## config.mk

```make
export PLATFORM = sky130hd
export DESIGN_NAME = mist_fabric_top
export DESIGN_NICKNAME = d
export VERILOG_FILES = /design/src/common/mist_pkg.sv /design/src/common/mem_req_if.sv /design/src/logic/mist_fabric_top.sv /design/src/logic/io_bridge.sv /design/src/memory/mem_endian_port.sv /design/src/memory/mem_arbiter.sv
export SDC_FILE = /design/constraint.sdc
export NUM_CORES = 1
export LEC_CHECK = 0
export CAP_MARGIN = 20
export CORE_AREA = 2 2 226 228
export CTS_BUF_LIST = sky130_fd_sc_hd__clkbuf_8
export CTS_CLUSTER_SIZE = 8
export DETAILED_ROUTE_END_ITERATION = 7
export DIE_AREA = 0 0 228 230
export DONT_BUFFER_PORTS = 1
export PLACE_DENSITY = 0.33
export SLEW_MARGIN = 15
export SYNTH_ARGS = -nofsm -noshare
export SYNTH_HDL_FRONTEND = slang
export SYNTH_SLANG_ARGS = --single-unit
```

## constraint.sdc

```tcl
create_clock -name iBUS_CLOCK -period 16.6 [get_ports iBUS_CLOCK]
set_input_delay 4.15 -clock iBUS_CLOCK [delete_from_list [all_inputs] [get_ports iBUS_CLOCK]]
set_output_delay 4.15 -clock iBUS_CLOCK [all_outputs]
set_load 0.03 [all_outputs]
```

## src/common/mist_pkg.sv

```systemverilog
// Shared widths, access codes and byte-order helpers for the memory and IO fabric
// Owner queue depth must stay a power of two, since its pointers wrap naturally
`default_nettype none

package mist_pkg;

	// Bus widths
	localparam int ADDR_W  = 32;
	localparam int DATA_W  = 32;
	localparam int RDATA_W = 64;
	localparam int MASK_W  = 4;

	// Reads in flight between arbiter and memory
	localparam int MEM_OUTSTANDING = 4;
	localparam int QPTR_W = $clog2(MEM_OUTSTANDING);
	localparam int QCNT_W = $clog2(MEM_OUTSTANDING + 1);

	// Access size, same encoding as the core
	typedef enum logic [1:0] {
		ORDER_BYTE = 2'd0,
		ORDER_HALF = 2'd1,
		ORDER_WORD = 2'd2,
		ORDER_NONE = 2'd3
	} order_t;

	// Which port a read return belongs to
	typedef enum logic {
		OWNER_INST = 1'b0,
		OWNER_DATA = 1'b1
	} owner_t;

	// Byte 0 ends up in the top lane
	function automatic logic [DATA_W-1:0] byte_swap(input logic [DATA_W-1:0] word);
		return {word[7:0], word[15:8], word[23:16], word[31:24]};
	endfunction

	// Mask bits follow their bytes
	function automatic logic [MASK_W-1:0] mask_swap(input logic [MASK_W-1:0] mask);
		return {mask[0], mask[1], mask[2], mask[3]};
	endfunction

endpackage

`default_nettype wire
```

## src/common/mem_req_if.sv

```systemverilog
// Request path from the arbiter into the endian stage
// Accepted in any cycle with req high and lock low; no other handshake
`default_nettype none

interface mem_req_if
	import mist_pkg::*;
();

	logic req;
	logic lock;
	order_t order;
	logic [MASK_W-1:0] mask;
	// 1 = write, 0 = read
	logic rw;
	logic [ADDR_W-1:0] addr;
	logic [DATA_W-1:0] data;

	// Arbiter side drives the request
	modport arbiter (
		output req,
		output order,
		output mask,
		output rw,
		output addr,
		output data,
		input lock
	);

	// Endian stage pushes back with lock
	modport port (
		input req,
		input order,
		input mask,
		input rw,
		input addr,
		input data,
		output lock
	);

endinterface

`default_nettype wire

```

## src/logic/mist_fabric_top.sv

```systemverilog
// Memory and IO fabric of the processor top, everything on iBUS_CLOCK
// Memory reads return 64 bits; IO is word access only
`default_nettype none

module mist_fabric_top
	import mist_pkg::*;
(
	input wire logic iBUS_CLOCK,
	input wire logic inRESET,
	// Instruction fetch
	input wire logic inst_req,
	output logic inst_lock,
	input wire logic [ADDR_W-1:0] inst_addr,
	output logic inst_valid,
	output logic [RDATA_W-1:0] inst_data,
	// Data access
	input wire logic data_req,
	output logic data_lock,
	input wire order_t data_order,
	input wire logic [MASK_W-1:0] data_mask,
	input wire logic data_rw,
	input wire logic [ADDR_W-1:0] data_addr,
	input wire logic [DATA_W-1:0] data_data,
	output logic data_valid,
	output logic [RDATA_W-1:0] data_rdata,
	// External memory bus
	output logic memory_req,
	input wire logic memory_lock,
	output order_t memory_order,
	output logic [MASK_W-1:0] memory_mask,
	output logic memory_rw,
	output logic [ADDR_W-1:0] memory_addr,
	output logic [DATA_W-1:0] memory_data,
	input wire logic memory_valid,
	input wire logic [RDATA_W-1:0] memory_rdata,
	// Core IO
	input wire logic io_req,
	output logic io_busy,
	input wire order_t io_order,
	input wire logic io_rw,
	input wire logic [ADDR_W-1:0] io_addr,
	input wire logic [DATA_W-1:0] io_data,
	output logic io_valid,
	output logic io_fault,
	output logic [DATA_W-1:0] io_rdata,
	// GCI bus
	output logic gci_req,
	input wire logic gci_busy,
	output logic gci_rw,
	output logic [ADDR_W-1:0] gci_addr,
	output logic [DATA_W-1:0] gci_data,
	input wire logic gci_rvalid,
	input wire logic [DATA_W-1:0] gci_rdata
);

	// Arbiter to endian stage
	mem_req_if u_req_if ();

	// Read return into the arbiter
	logic rsp_valid;
	logic [RDATA_W-1:0] rsp_data;

	mem_arbiter u_arbiter (
		.iBUS_CLOCK(iBUS_CLOCK),
		.inRESET(inRESET),
		.inst_req(inst_req),
		.inst_lock(inst_lock),
		.inst_addr(inst_addr),
		.inst_valid(inst_valid),
		.inst_data(inst_data),
		.data_req(data_req),
		.data_lock(data_lock),
		.data_order(data_order),
		.data_mask(data_mask),
		.data_rw(data_rw),
		.data_addr(data_addr),
		.data_data(data_data),
		.data_valid(data_valid),
		.data_rdata(data_rdata),
		.bus(u_req_if.arbiter),
		.rsp_valid(rsp_valid),
		.rsp_data(rsp_data)
	);

	mem_endian_port u_endian_port (
		.iBUS_CLOCK(iBUS_CLOCK),
		.inRESET(inRESET),
		.bus(u_req_if.port),
		.rsp_valid(rsp_valid),
		.rsp_data(rsp_data),
		.memory_req(memory_req),
		.memory_lock(memory_lock),
		.memory_order(memory_order),
		.memory_mask(memory_mask),
		.memory_rw(memory_rw),
		.memory_addr(memory_addr),
		.memory_data(memory_data),
		.memory_valid(memory_valid),
		.memory_rdata(memory_rdata)
	);

	io_bridge u_io_bridge (
		.iBUS_CLOCK(iBUS_CLOCK),
		.inRESET(inRESET),
		.io_req(io_req),
		.io_busy(io_busy),
		.io_order(io_order),
		.io_rw(io_rw),
		.io_addr(io_addr),
		.io_data(io_data),
		.io_valid(io_valid),
		.io_fault(io_fault),
		.io_rdata(io_rdata),
		.gci_req(gci_req),
		.gci_busy(gci_busy),
		.gci_rw(gci_rw),
		.gci_addr(gci_addr),
		.gci_data(gci_data),
		.gci_rvalid(gci_rvalid),
		.gci_rdata(gci_rdata)
	);

endmodule

`default_nettype wire

```

## src/logic/io_bridge.sv

```systemverilog
// Core IO to GCI; only word order is forwarded, any other order faults
// GCI gives no write response, so writes are acknowledged here one cycle on
`default_nettype none

module io_bridge
	import mist_pkg::*;
(
	input wire logic iBUS_CLOCK,
	input wire logic inRESET,
	// Core IO side
	input wire logic io_req,
	output logic io_busy,
	input wire order_t io_order,
	// 1 = write
	input wire logic io_rw,
	input wire logic [ADDR_W-1:0] io_addr,
	input wire logic [DATA_W-1:0] io_data,
	output logic io_valid,
	output logic io_fault,
	output logic [DATA_W-1:0] io_rdata,
	// GCI side
	output logic gci_req,
	input wire logic gci_busy,
	output logic gci_rw,
	output logic [ADDR_W-1:0] gci_addr,
	output logic [DATA_W-1:0] gci_data,
	input wire logic gci_rvalid,
	input wire logic [DATA_W-1:0] gci_rdata
);

	logic accept;
	logic is_word;
	logic write_ack;

	// GCI busy stalls the core directly
	assign io_busy = gci_busy;
	assign accept = io_req & ~gci_busy;
	assign is_word = (io_order == ORDER_WORD);

	// Forwarded in the accept cycle itself
	assign gci_req = accept & is_word;
	assign gci_rw = io_rw;
	assign gci_addr = io_addr;
	assign gci_data = io_data;

	always_ff @(posedge iBUS_CLOCK or negedge inRESET) begin
		if (!inRESET) begin
			write_ack <= 1'b0;
			io_fault <= 1'b0;
		end else begin
			// Faulted writes get the fault, not an ack
			write_ack <= accept & is_word & io_rw;
			// Byte, half and none orders are illegal on IO
			io_fault <= accept & ~is_word;
		end
	end

	// Read data comes from GCI, write completion from here
	assign io_valid = gci_rvalid | write_ack;
	assign io_rdata = gci_rdata;

	// One response kind per access
	a_ack_xor_fault: assert property (
		@(posedge iBUS_CLOCK) disable iff (!inRESET)
		!(write_ack && io_fault)
	);

endmodule

`default_nettype wire

```

## src/memory/mem_endian_port.sv

```systemverilog
// One-entry request stage onto the memory bus, big-endian byte lanes on the bus side
// Stage is held whole while memory_lock is high with memory_req up
`default_nettype none

module mem_endian_port
	import mist_pkg::*;
(
	input wire logic iBUS_CLOCK,
	input wire logic inRESET,
	// From the arbiter
	mem_req_if.port bus,
	output logic rsp_valid,
	output logic [RDATA_W-1:0] rsp_data,
	// Memory bus
	output logic memory_req,
	input wire logic memory_lock,
	output order_t memory_order,
	output logic [MASK_W-1:0] memory_mask,
	output logic memory_rw,
	output logic [ADDR_W-1:0] memory_addr,
	output logic [DATA_W-1:0] memory_data,
	input wire logic memory_valid,
	input wire logic [RDATA_W-1:0] memory_rdata
);

	logic full;
	logic accept;

	// Payload of the held request
	order_t r_order;
	logic [MASK_W-1:0] r_mask;
	logic r_rw;
	logic [ADDR_W-1:0] r_addr;
	logic [DATA_W-1:0] r_data;

	// Stage frees up in the cycle the memory takes it
	assign bus.lock = full & memory_lock;
	assign accept = bus.req & ~bus.lock;

	always_ff @(posedge iBUS_CLOCK or negedge inRESET) begin
		if (!inRESET) begin
			full <= 1'b0;
		end else if (accept) begin
			full <= 1'b1;
		end else if (!memory_lock) begin
			full <= 1'b0;
		end
	end

	// Swap on entry so the bus sees stable registers
	always_ff @(posedge iBUS_CLOCK) begin
		if (accept) begin
			r_order <= bus.order;
			r_mask <= mask_swap(bus.mask);
			r_rw <= bus.rw;
			r_addr <= bus.addr;
			r_data <= byte_swap(bus.data);
		end
	end

	assign memory_req = full;
	assign memory_order = r_order;
	assign memory_mask = r_mask;
	assign memory_rw = r_rw;
	assign memory_addr = r_addr;
	assign memory_data = r_data;

	// Return path, one register stage
	always_ff @(posedge iBUS_CLOCK or negedge inRESET) begin
		if (!inRESET) begin
			rsp_valid <= 1'b0;
		end else begin
			rsp_valid <= memory_valid;
		end
	end

	// Each 32-bit half swapped on its own
	always_ff @(posedge iBUS_CLOCK) begin
		rsp_data <= {byte_swap(memory_rdata[RDATA_W-1:DATA_W]),
			byte_swap(memory_rdata[DATA_W-1:0])};
	end

	// A stalled request may not change under the memory
	a_hold_on_lock: assert property (
		@(posedge iBUS_CLOCK) disable iff (!inRESET)
		(memory_req && memory_lock) |=>
			(memory_req && $stable({memory_order, memory_mask, memory_rw,
				memory_addr, memory_data}))
	);

endmodule

`default_nettype wire

```

## src/memory/mem_arbiter.sv

```systemverilog
// Data port wins over instruction fetch; reads return in issue order only
// Instruction fetches always go out as full word reads
`default_nettype none

module mem_arbiter
	import mist_pkg::*;
(
	input wire logic iBUS_CLOCK,
	input wire logic inRESET,
	// Instruction fetch port
	input wire logic inst_req,
	output logic inst_lock,
	input wire logic [ADDR_W-1:0] inst_addr,
	output logic inst_valid,
	output logic [RDATA_W-1:0] inst_data,
	// Data port
	input wire logic data_req,
	output logic data_lock,
	input wire order_t data_order,
	input wire logic [MASK_W-1:0] data_mask,
	input wire logic data_rw,
	input wire logic [ADDR_W-1:0] data_addr,
	input wire logic [DATA_W-1:0] data_data,
	output logic data_valid,
	output logic [RDATA_W-1:0] data_rdata,
	// Toward the endian stage
	mem_req_if.arbiter bus,
	input wire logic rsp_valid,
	input wire logic [RDATA_W-1:0] rsp_data
);

	// Owner queue
	owner_t owner_q [MEM_OUTSTANDING];
	logic [QPTR_W-1:0] wr_ptr;
	logic [QPTR_W-1:0] rd_ptr;
	logic [QCNT_W-1:0] q_count;
	logic q_full;
	logic q_empty;

	logic accept;
	logic push;
	logic pop;
	owner_t push_owner;
	owner_t head_owner;

	assign q_full = (q_count == QCNT_W'(MEM_OUTSTANDING));
	assign q_empty = (q_count == '0);

	// Data blocks fetch outright
	assign inst_lock = bus.lock | data_req | q_full;
	// Writes never need a queue slot
	assign data_lock = bus.lock | (q_full & ~data_rw);

	// Request only when the chosen side could really be accepted
	always_comb begin
		if (data_req) begin
			bus.req = data_rw | ~q_full;
			bus.order = data_order;
			bus.mask = data_mask;
			bus.rw = data_rw;
			bus.addr = data_addr;
			bus.data = data_data;
		end else begin
			bus.req = inst_req & ~q_full;
			// Fetch is always a word read
			bus.order = ORDER_WORD;
			bus.mask = '1;
			bus.rw = 1'b0;
			bus.addr = inst_addr;
			bus.data = '0;
		end
	end

	assign accept = bus.req & ~bus.lock;
	assign push = accept & ~bus.rw;
	assign push_owner = data_req ? OWNER_DATA : OWNER_INST;
	assign pop = rsp_valid;

	// Owner storage, no reset needed
	always_ff @(posedge iBUS_CLOCK) begin
		if (push) begin
			owner_q[wr_ptr] <= push_owner;
		end
	end

	always_ff @(posedge iBUS_CLOCK or negedge inRESET) begin
		if (!inRESET) begin
			wr_ptr <= '0;
			rd_ptr <= '0;
			q_count <= '0;
		end else begin
			if (push) begin
				wr_ptr <= wr_ptr + QPTR_W'(1);
			end
			if (pop) begin
				rd_ptr <= rd_ptr + QPTR_W'(1);
			end
			// Push and pop together leave the count alone
			case ({push, pop})
				2'b10: q_count <= q_count + QCNT_W'(1);
				2'b01: q_count <= q_count - QCNT_W'(1);
				default: q_count <= q_count;
			endcase
		end
	end

	// Steer the return by the oldest owner
	assign head_owner = owner_q[rd_ptr];
	assign inst_valid = rsp_valid & (head_owner == OWNER_INST);
	assign data_valid = rsp_valid & (head_owner == OWNER_DATA);
	assign inst_data = rsp_data;
	assign data_rdata = rsp_data;

	// Never more reads in flight than slots
	a_no_push_full: assert property (
		@(posedge iBUS_CLOCK) disable iff (!inRESET)
		push |-> !q_full
	);

	// Memory must not answer a read nobody issued
	a_no_rsp_empty: assert property (
		@(posedge iBUS_CLOCK) disable iff (!inRESET)
		rsp_valid |-> !q_empty
	);

endmodule

`default_nettype wire

```

* Word level (Yosys, flattened, before mapping)
Memories as Yosys holds them, arrays and structs flattened.
Cells that the tools add are included.
** Operators by class
- $add $sub $neg :: 4
- Equality and inequality tests :: 5
- Muxes and demuxes :: 9
- Bitwise gates (word level) :: 23
- Reduce and logical (&&, ||, !) cells :: 1
** Operator list (number)
- $mux W32 :: 1
- $and A1 B1 Y1 :: 11
- $mux W1 :: 7
- $not A1 Y1 :: 7
- $pmux W3 S2 :: 1
- $or A1 B1 Y1 :: 5
- $add A2 B1 Y2 const B :: 2
- $eq A2 B2 Y1 const B :: 2
- $add A3 B1 Y3 const B :: 1
- $eq A3 B3 Y1 const B :: 1
- $sub A3 B1 Y3 const B :: 1
- $eq A2 B1 Y1 const B :: 1
- $ne A2 B1 Y1 const B :: 1
- $reduce_bool A2 Y1 :: 1
** Word-level totals
- Bits in registers :: 146
- RAM bits :: 4
- Bits of input ports :: 275
- Output and inout bits :: 305
- Word-level logic and storage cells :: 56
- Memories :: 1
** Memories
- u_arbiter.owner_q :: words 4, width 1, read ports 1, clocked after memory_dff 0, wr ports 1, line mem_arbiter.sv:33 : owner_t owner_q [MEM_OUTSTANDING];

* Logic depth before layout (Yosys ltp)
- Depth in word-level cells :: 8
- Depth in mapped cells :: 9
- Gate-level depth less buffers :: 9

* Cells and area by module
From an unflattened synthesis, not the netlist that was laid out.
** Unflattened totals
- Cells, all modules :: 498
- Area, all modules :: 6525.0 um2
** By module, submodules not included
- mem_endian_port :: instances 1, cells an instance 140, area each 3488.3 um2, sequential area each 3463.3 um2
- mem_arbiter :: instances 1, cells an instance 253, area each 2212.1 um2, sequential area each 295.3 um2
- io_bridge :: instances 1, cells an instance 105, area each 824.5 um2, sequential area each 50.0 um2

* Least setup slack after synthesis
Ideal clock, no wire load.
- Path kind :: input port to flip-flop
- From :: input port data_req
- To :: register u_endian_port.r_addr[0], in the netlist u_endian_port.memory_addr[0], enable pin
- Library setup time :: 0.608 ns
- Arrival :: 9.700 ns
- Required time :: 15.992 ns
- Slack :: 6.292 ns
- Stages :: 4
- Buffers on the path :: 2
- Cell sequence :: buf_2 -> buf_2 -> nand2_1 -> a21boi_0
** Between the ends
- Longest elaborated chain between the ends :: 2
** RTL lines
- start, declared :: line mist_fabric_top.sv:17 : input wire logic data_req,
- $mux W1 :: line mem_arbiter.sv:56 : if (data_req) begin
- $and A1 B1 Y1
- via u_arbiter.accept :: line mem_arbiter.sv:40 : logic accept;
- end signal, assigned :: line mem_endian_port.sv:56 : r_addr <= bus.addr;
- end, declared :: line mem_endian_port.sv:33 : logic [ADDR_W-1:0] r_addr;
The timed path passes the listed nets, and every way through them passes these cells.
A chain may end at the register's enable or synchronous reset.

* Worst setup path in the final report
- From :: input port io_order[1]
- To :: output port gci_req
** Between the ends
- Longest elaborated chain between the ends :: 2
** RTL lines
- start, declared :: line mist_fabric_top.sv:39 : input wire order_t io_order,
- $eq A2 B2 Y1 :: line io_bridge.sv:38 : assign is_word = (io_order == ORDER_WORD);
- $and A1 B1 Y1 :: line io_bridge.sv:41 : assign gci_req = accept & is_word;
- end, declared :: line mist_fabric_top.sv:47 : output logic gci_req,
Every way passes these cells.

==> flow_metrics.py <==
metrics = {
    "outcome": {
        "outcome": "complete, no violations",
    },
    "power": {
        "leakage_nw": 2.06,
        "sequentialPowerShare_pct": 58.6,
        "p_total_mw": 0.980,
        "switching_share_pct": 34.8,
        "p_sw_mw": 0.342,
        "pwr_density_cell_mw_per_mm2": 161,
        "power.internal_mw": 0.639,
        "combPwrFrac_pct": 9.1,
        "ir_drop_uv": 46.2,
        "p_clk_share_pct": 32.3,
    },
    "global_routing": {
        "track_usage_pct": 6.97,
        "use_met1_pct": 6.19,
        "grt_max_degree": 80,
        "busiest_layer": "met2",
        "grt_pass1_wl_um": 23800,
        "grt_antenna_before_repair": 16,
        "grt_pass1_vias": 2829,
        "met3_usage_pct": 4.27,
        "overflow": 0,
        "met2_usage_pct": 11.3,
    },
    "final_layout": {
        "antenna_cells": 0,
        "drive_gt1_share_pct": 24.3,
        "multi_input_area_um2": 948,
        "final_util_pct": 12.2,
        "synthToLayoutAreaGrowth_pct": 1.02,
        "final_cell_mix": "75 x edfxtp_1, 64 x dfxtp_1, 38 x and2_1, 32 x mux2_2, 17 x clkbuf_8",
        "final_nets": 569,
        "final_common_cell": "edfxtp_1",
        "final_cells": 973,
        "seq_area_mm2": 0.00381,
        "n_fill_cell": 5645,
    },
    "floorplanning": {
        "die_w_um": 228,
        "initial_core_util_pct": 12.1,
        "dieArea_mm2": 0.0524,
        "chipHeight_um": 230,
        "core_mm2": 0.0499,
        "rows": 82,
        "ios": 580,
    },
    "setup_path": {
        "cp.required_ns": 12.45,
        "slowest_delay_ns": 0.38,
        "worstSetupPathType": "in -> out",
        "endpoint_kind": "primary output",
        "rrSetupSlack_ns": 14.15,
        "cp_num_buf_inv": 0,
        "crit_family": "simple AND/OR/NAND/NOR gates",
        "cp_max_fo": 2,
        "crit_chain": "nor2b_1 -> and3b_1",
        "slowest_stage": "and3b_1",
        "crit_arrival_ns": 4.69,
        "start_kind": "input pin",
    },
    "clocking": {
        "numCtsBuffers": 17,
        "ctsLongestPathBuffers": 2,
        "cts_tree": "done",
        "cts_hold_buffers": 0,
        "cts_resized": 0,
        "cts_root_buf": "clkbuf_8",
        "cts_setup_buffers": 0,
        "cts.sinks": 150,
        "cts_max_level": 4,
        "insertion_delay_ns": 0.52,
        "path_clk_slew_ns": 0.09,
    },
    "detailed_routing": {
        "wl_per_cell_um": 18.6,
        "vias_per_cell": 2.65,
        "vias": 2580,
        "ant_nets": 0,
        "wl_um": 18100,
        "first_iter_violations": 125,
        "dr.pass1.iters": 4,
        "drcViolationCount": 0,
    },
    "synthesis": {
        "ys_types": 30,
        "ys_seq_area_share_pct": 63.2,
        "syn_inst": 436,
        "synth_nets": 717,
        "avgSynthCellArea_um2": 13.8,
        "syn_area_mm2": 0.00603,
        "ys_ff_latch": 150,
        "ys.warnings.count": 0,
    },
    "sta": {
        "fmax_mhz": 113,
        "finalSetupViolations": 0,
        "hold_viol_final": 0,
        "fin_crit_ns": 8.84,
        "maxSlewViolCount": 0,
        "rsz0062_at_grt": "false",
        "setup_tns_ns": 0,
        "worst_slew_pin_slew_ns": 0.833,
        "whs_ns": 0.485,
        "period_share_pct": 53.3,
        "skew_ns": 0.0138,
        "slew_headroom_pct": 44.4,
    },
    "placed_design": {
        "hpwlAfterDp_um": 14100,
        "portBuffers": 0,
        "gp_congestion": 0.690,
        "dpl.cell_count": 941,
    },
    "flow_run": {
        "drv_cap": 0,
    },
    "hold_path": {
        "hp-class": "reg -> reg",
    },
}
[state kept, by name (all words and copies together) (netlist names), 3 cells and up]
| name | cells |
|---|---|
| u_endian_port.memory_data | 32 |
| u_endian_port.rsp_data | 64 |
| u_arbiter.q_count | 3 |
| u_arbiter.owner_q | 4 |
| u_endian_port.memory_addr | 32 |
| u_endian_port.memory_mask | 4 |
[through the flow]
| stage | setup slack [ns] | area [um^2] |
|---|---|---|
| global route | 7.72 | 6090 |
| finish | 7.76 | 6090 |
| global placement | 7.77 | 5640 |
| floorplan | 6.29 | 6030 |
| CTS | 7.76 | 6090 |
| detailed placement | 7.76 | 5670 |
[cells by family after synthesis]
kind of cell	after synthesis	synth area share, %
DFF	150	63.2
adders and majority gates	6	1.37
muxes	34	6.52
buffers and inverters	177	21.3
AOI/OAI and AO/OA	6	0.913
and+or+nand+nor	57	5.87
xor gates and xnor gates	6	0.872
[worst paths after layout]
path / from / endpoint / depth (start not counted)
hold / removal: u_arbiter.q_count[2] / u_arbiter.q_count[2] / 1
min in group asynchronous: inRESET / u_arbiter.rd_ptr[0] / 0
hold reg to reg: u_arbiter.q_count[2] / u_arbiter.q_count[2] / 1
setup reg to reg: u_arbiter.q_count[2] / u_endian_port.memory_addr[20] / 4
setup / recovery: io_order[1] / gci_req / 2
max in group asynchronous: inRESET / u_arbiter.wr_ptr[1] / 0
[final cells by class]
cell class              instances  area share (%)
flip-flops and latches        150            62.5
inverters                       7           0.431
clock buffers                  17            3.84
repair buffers                  3           0.698
well taps                     672            13.8
multi-input cells             109            15.6
clock inverters                15            3.12
[synthesized netlist by cell type]
master | n | area share [%]
ha_1 | 5 | 1.0
or3b_4 | 1 | 0.19
nor3b_1 | 1 | 0.12
buf_2 | 3 | 0.25
a22oi_1 | 1 | 0.12
mux4_2 | 1 | 0.37
nand2b_1 | 5 | 0.52
inv_1 | 7 | 0.44
o211a_4 | 1 | 0.29
and2_1 | 38 | 3.9
nand2_1 | 5 | 0.31
o21ai_0 | 2 | 0.17
a21boi_0 | 1 | 0.12
fa_1 | 1 | 0.33
xor2_1 | 3 | 0.44
and2_4 | 1 | 0.15
dfxtp_1 | 64 | 21
nor2b_1 | 2 | 0.21
edfxtp_1 | 75 | 37
buf_4 | 164 | 20
mux2_2 | 32 | 6.0
and3b_1 | 1 | 0.15
nor2_1 | 1 | 0.062
nand3b_1 | 1 | 0.12
clkbuf_1 | 3 | 0.19
xnor2_1 | 3 | 0.44
dfrtp_1 | 11 | 4.6
or2_2 | 1 | 0.10
o22ai_2 | 1 | 0.21
mux2i_1 | 1 | 0.17
[power groups by stage]
| stage | clock (mW) | combinational, mW | sequential, mW |
|---|---|---|---|
| 6_report | 0.316 | 0.0892 | 0.575 |
| 5_1_grt | 0.354 | 0.0993 | 0.580 |
| 4_1_cts | 0.343 | 0.0922 | 0.577 |
| 3_5_place_dp | 0 | 0.0918 | 0.585 |
| 3_3_place_gp | 0 | 0.0831 | 0.585 |
| 2_1_floorplan | 0 | 0.137 | 0.560 |
[metal layers]
layer,part of all wire (%),up-vias
li1,-,985
met4,7.1,0
met5,0,-
met3,11,80
met1,32,1184
met2,49,331
Note: power is estimated with default switching activity, not from simulation.
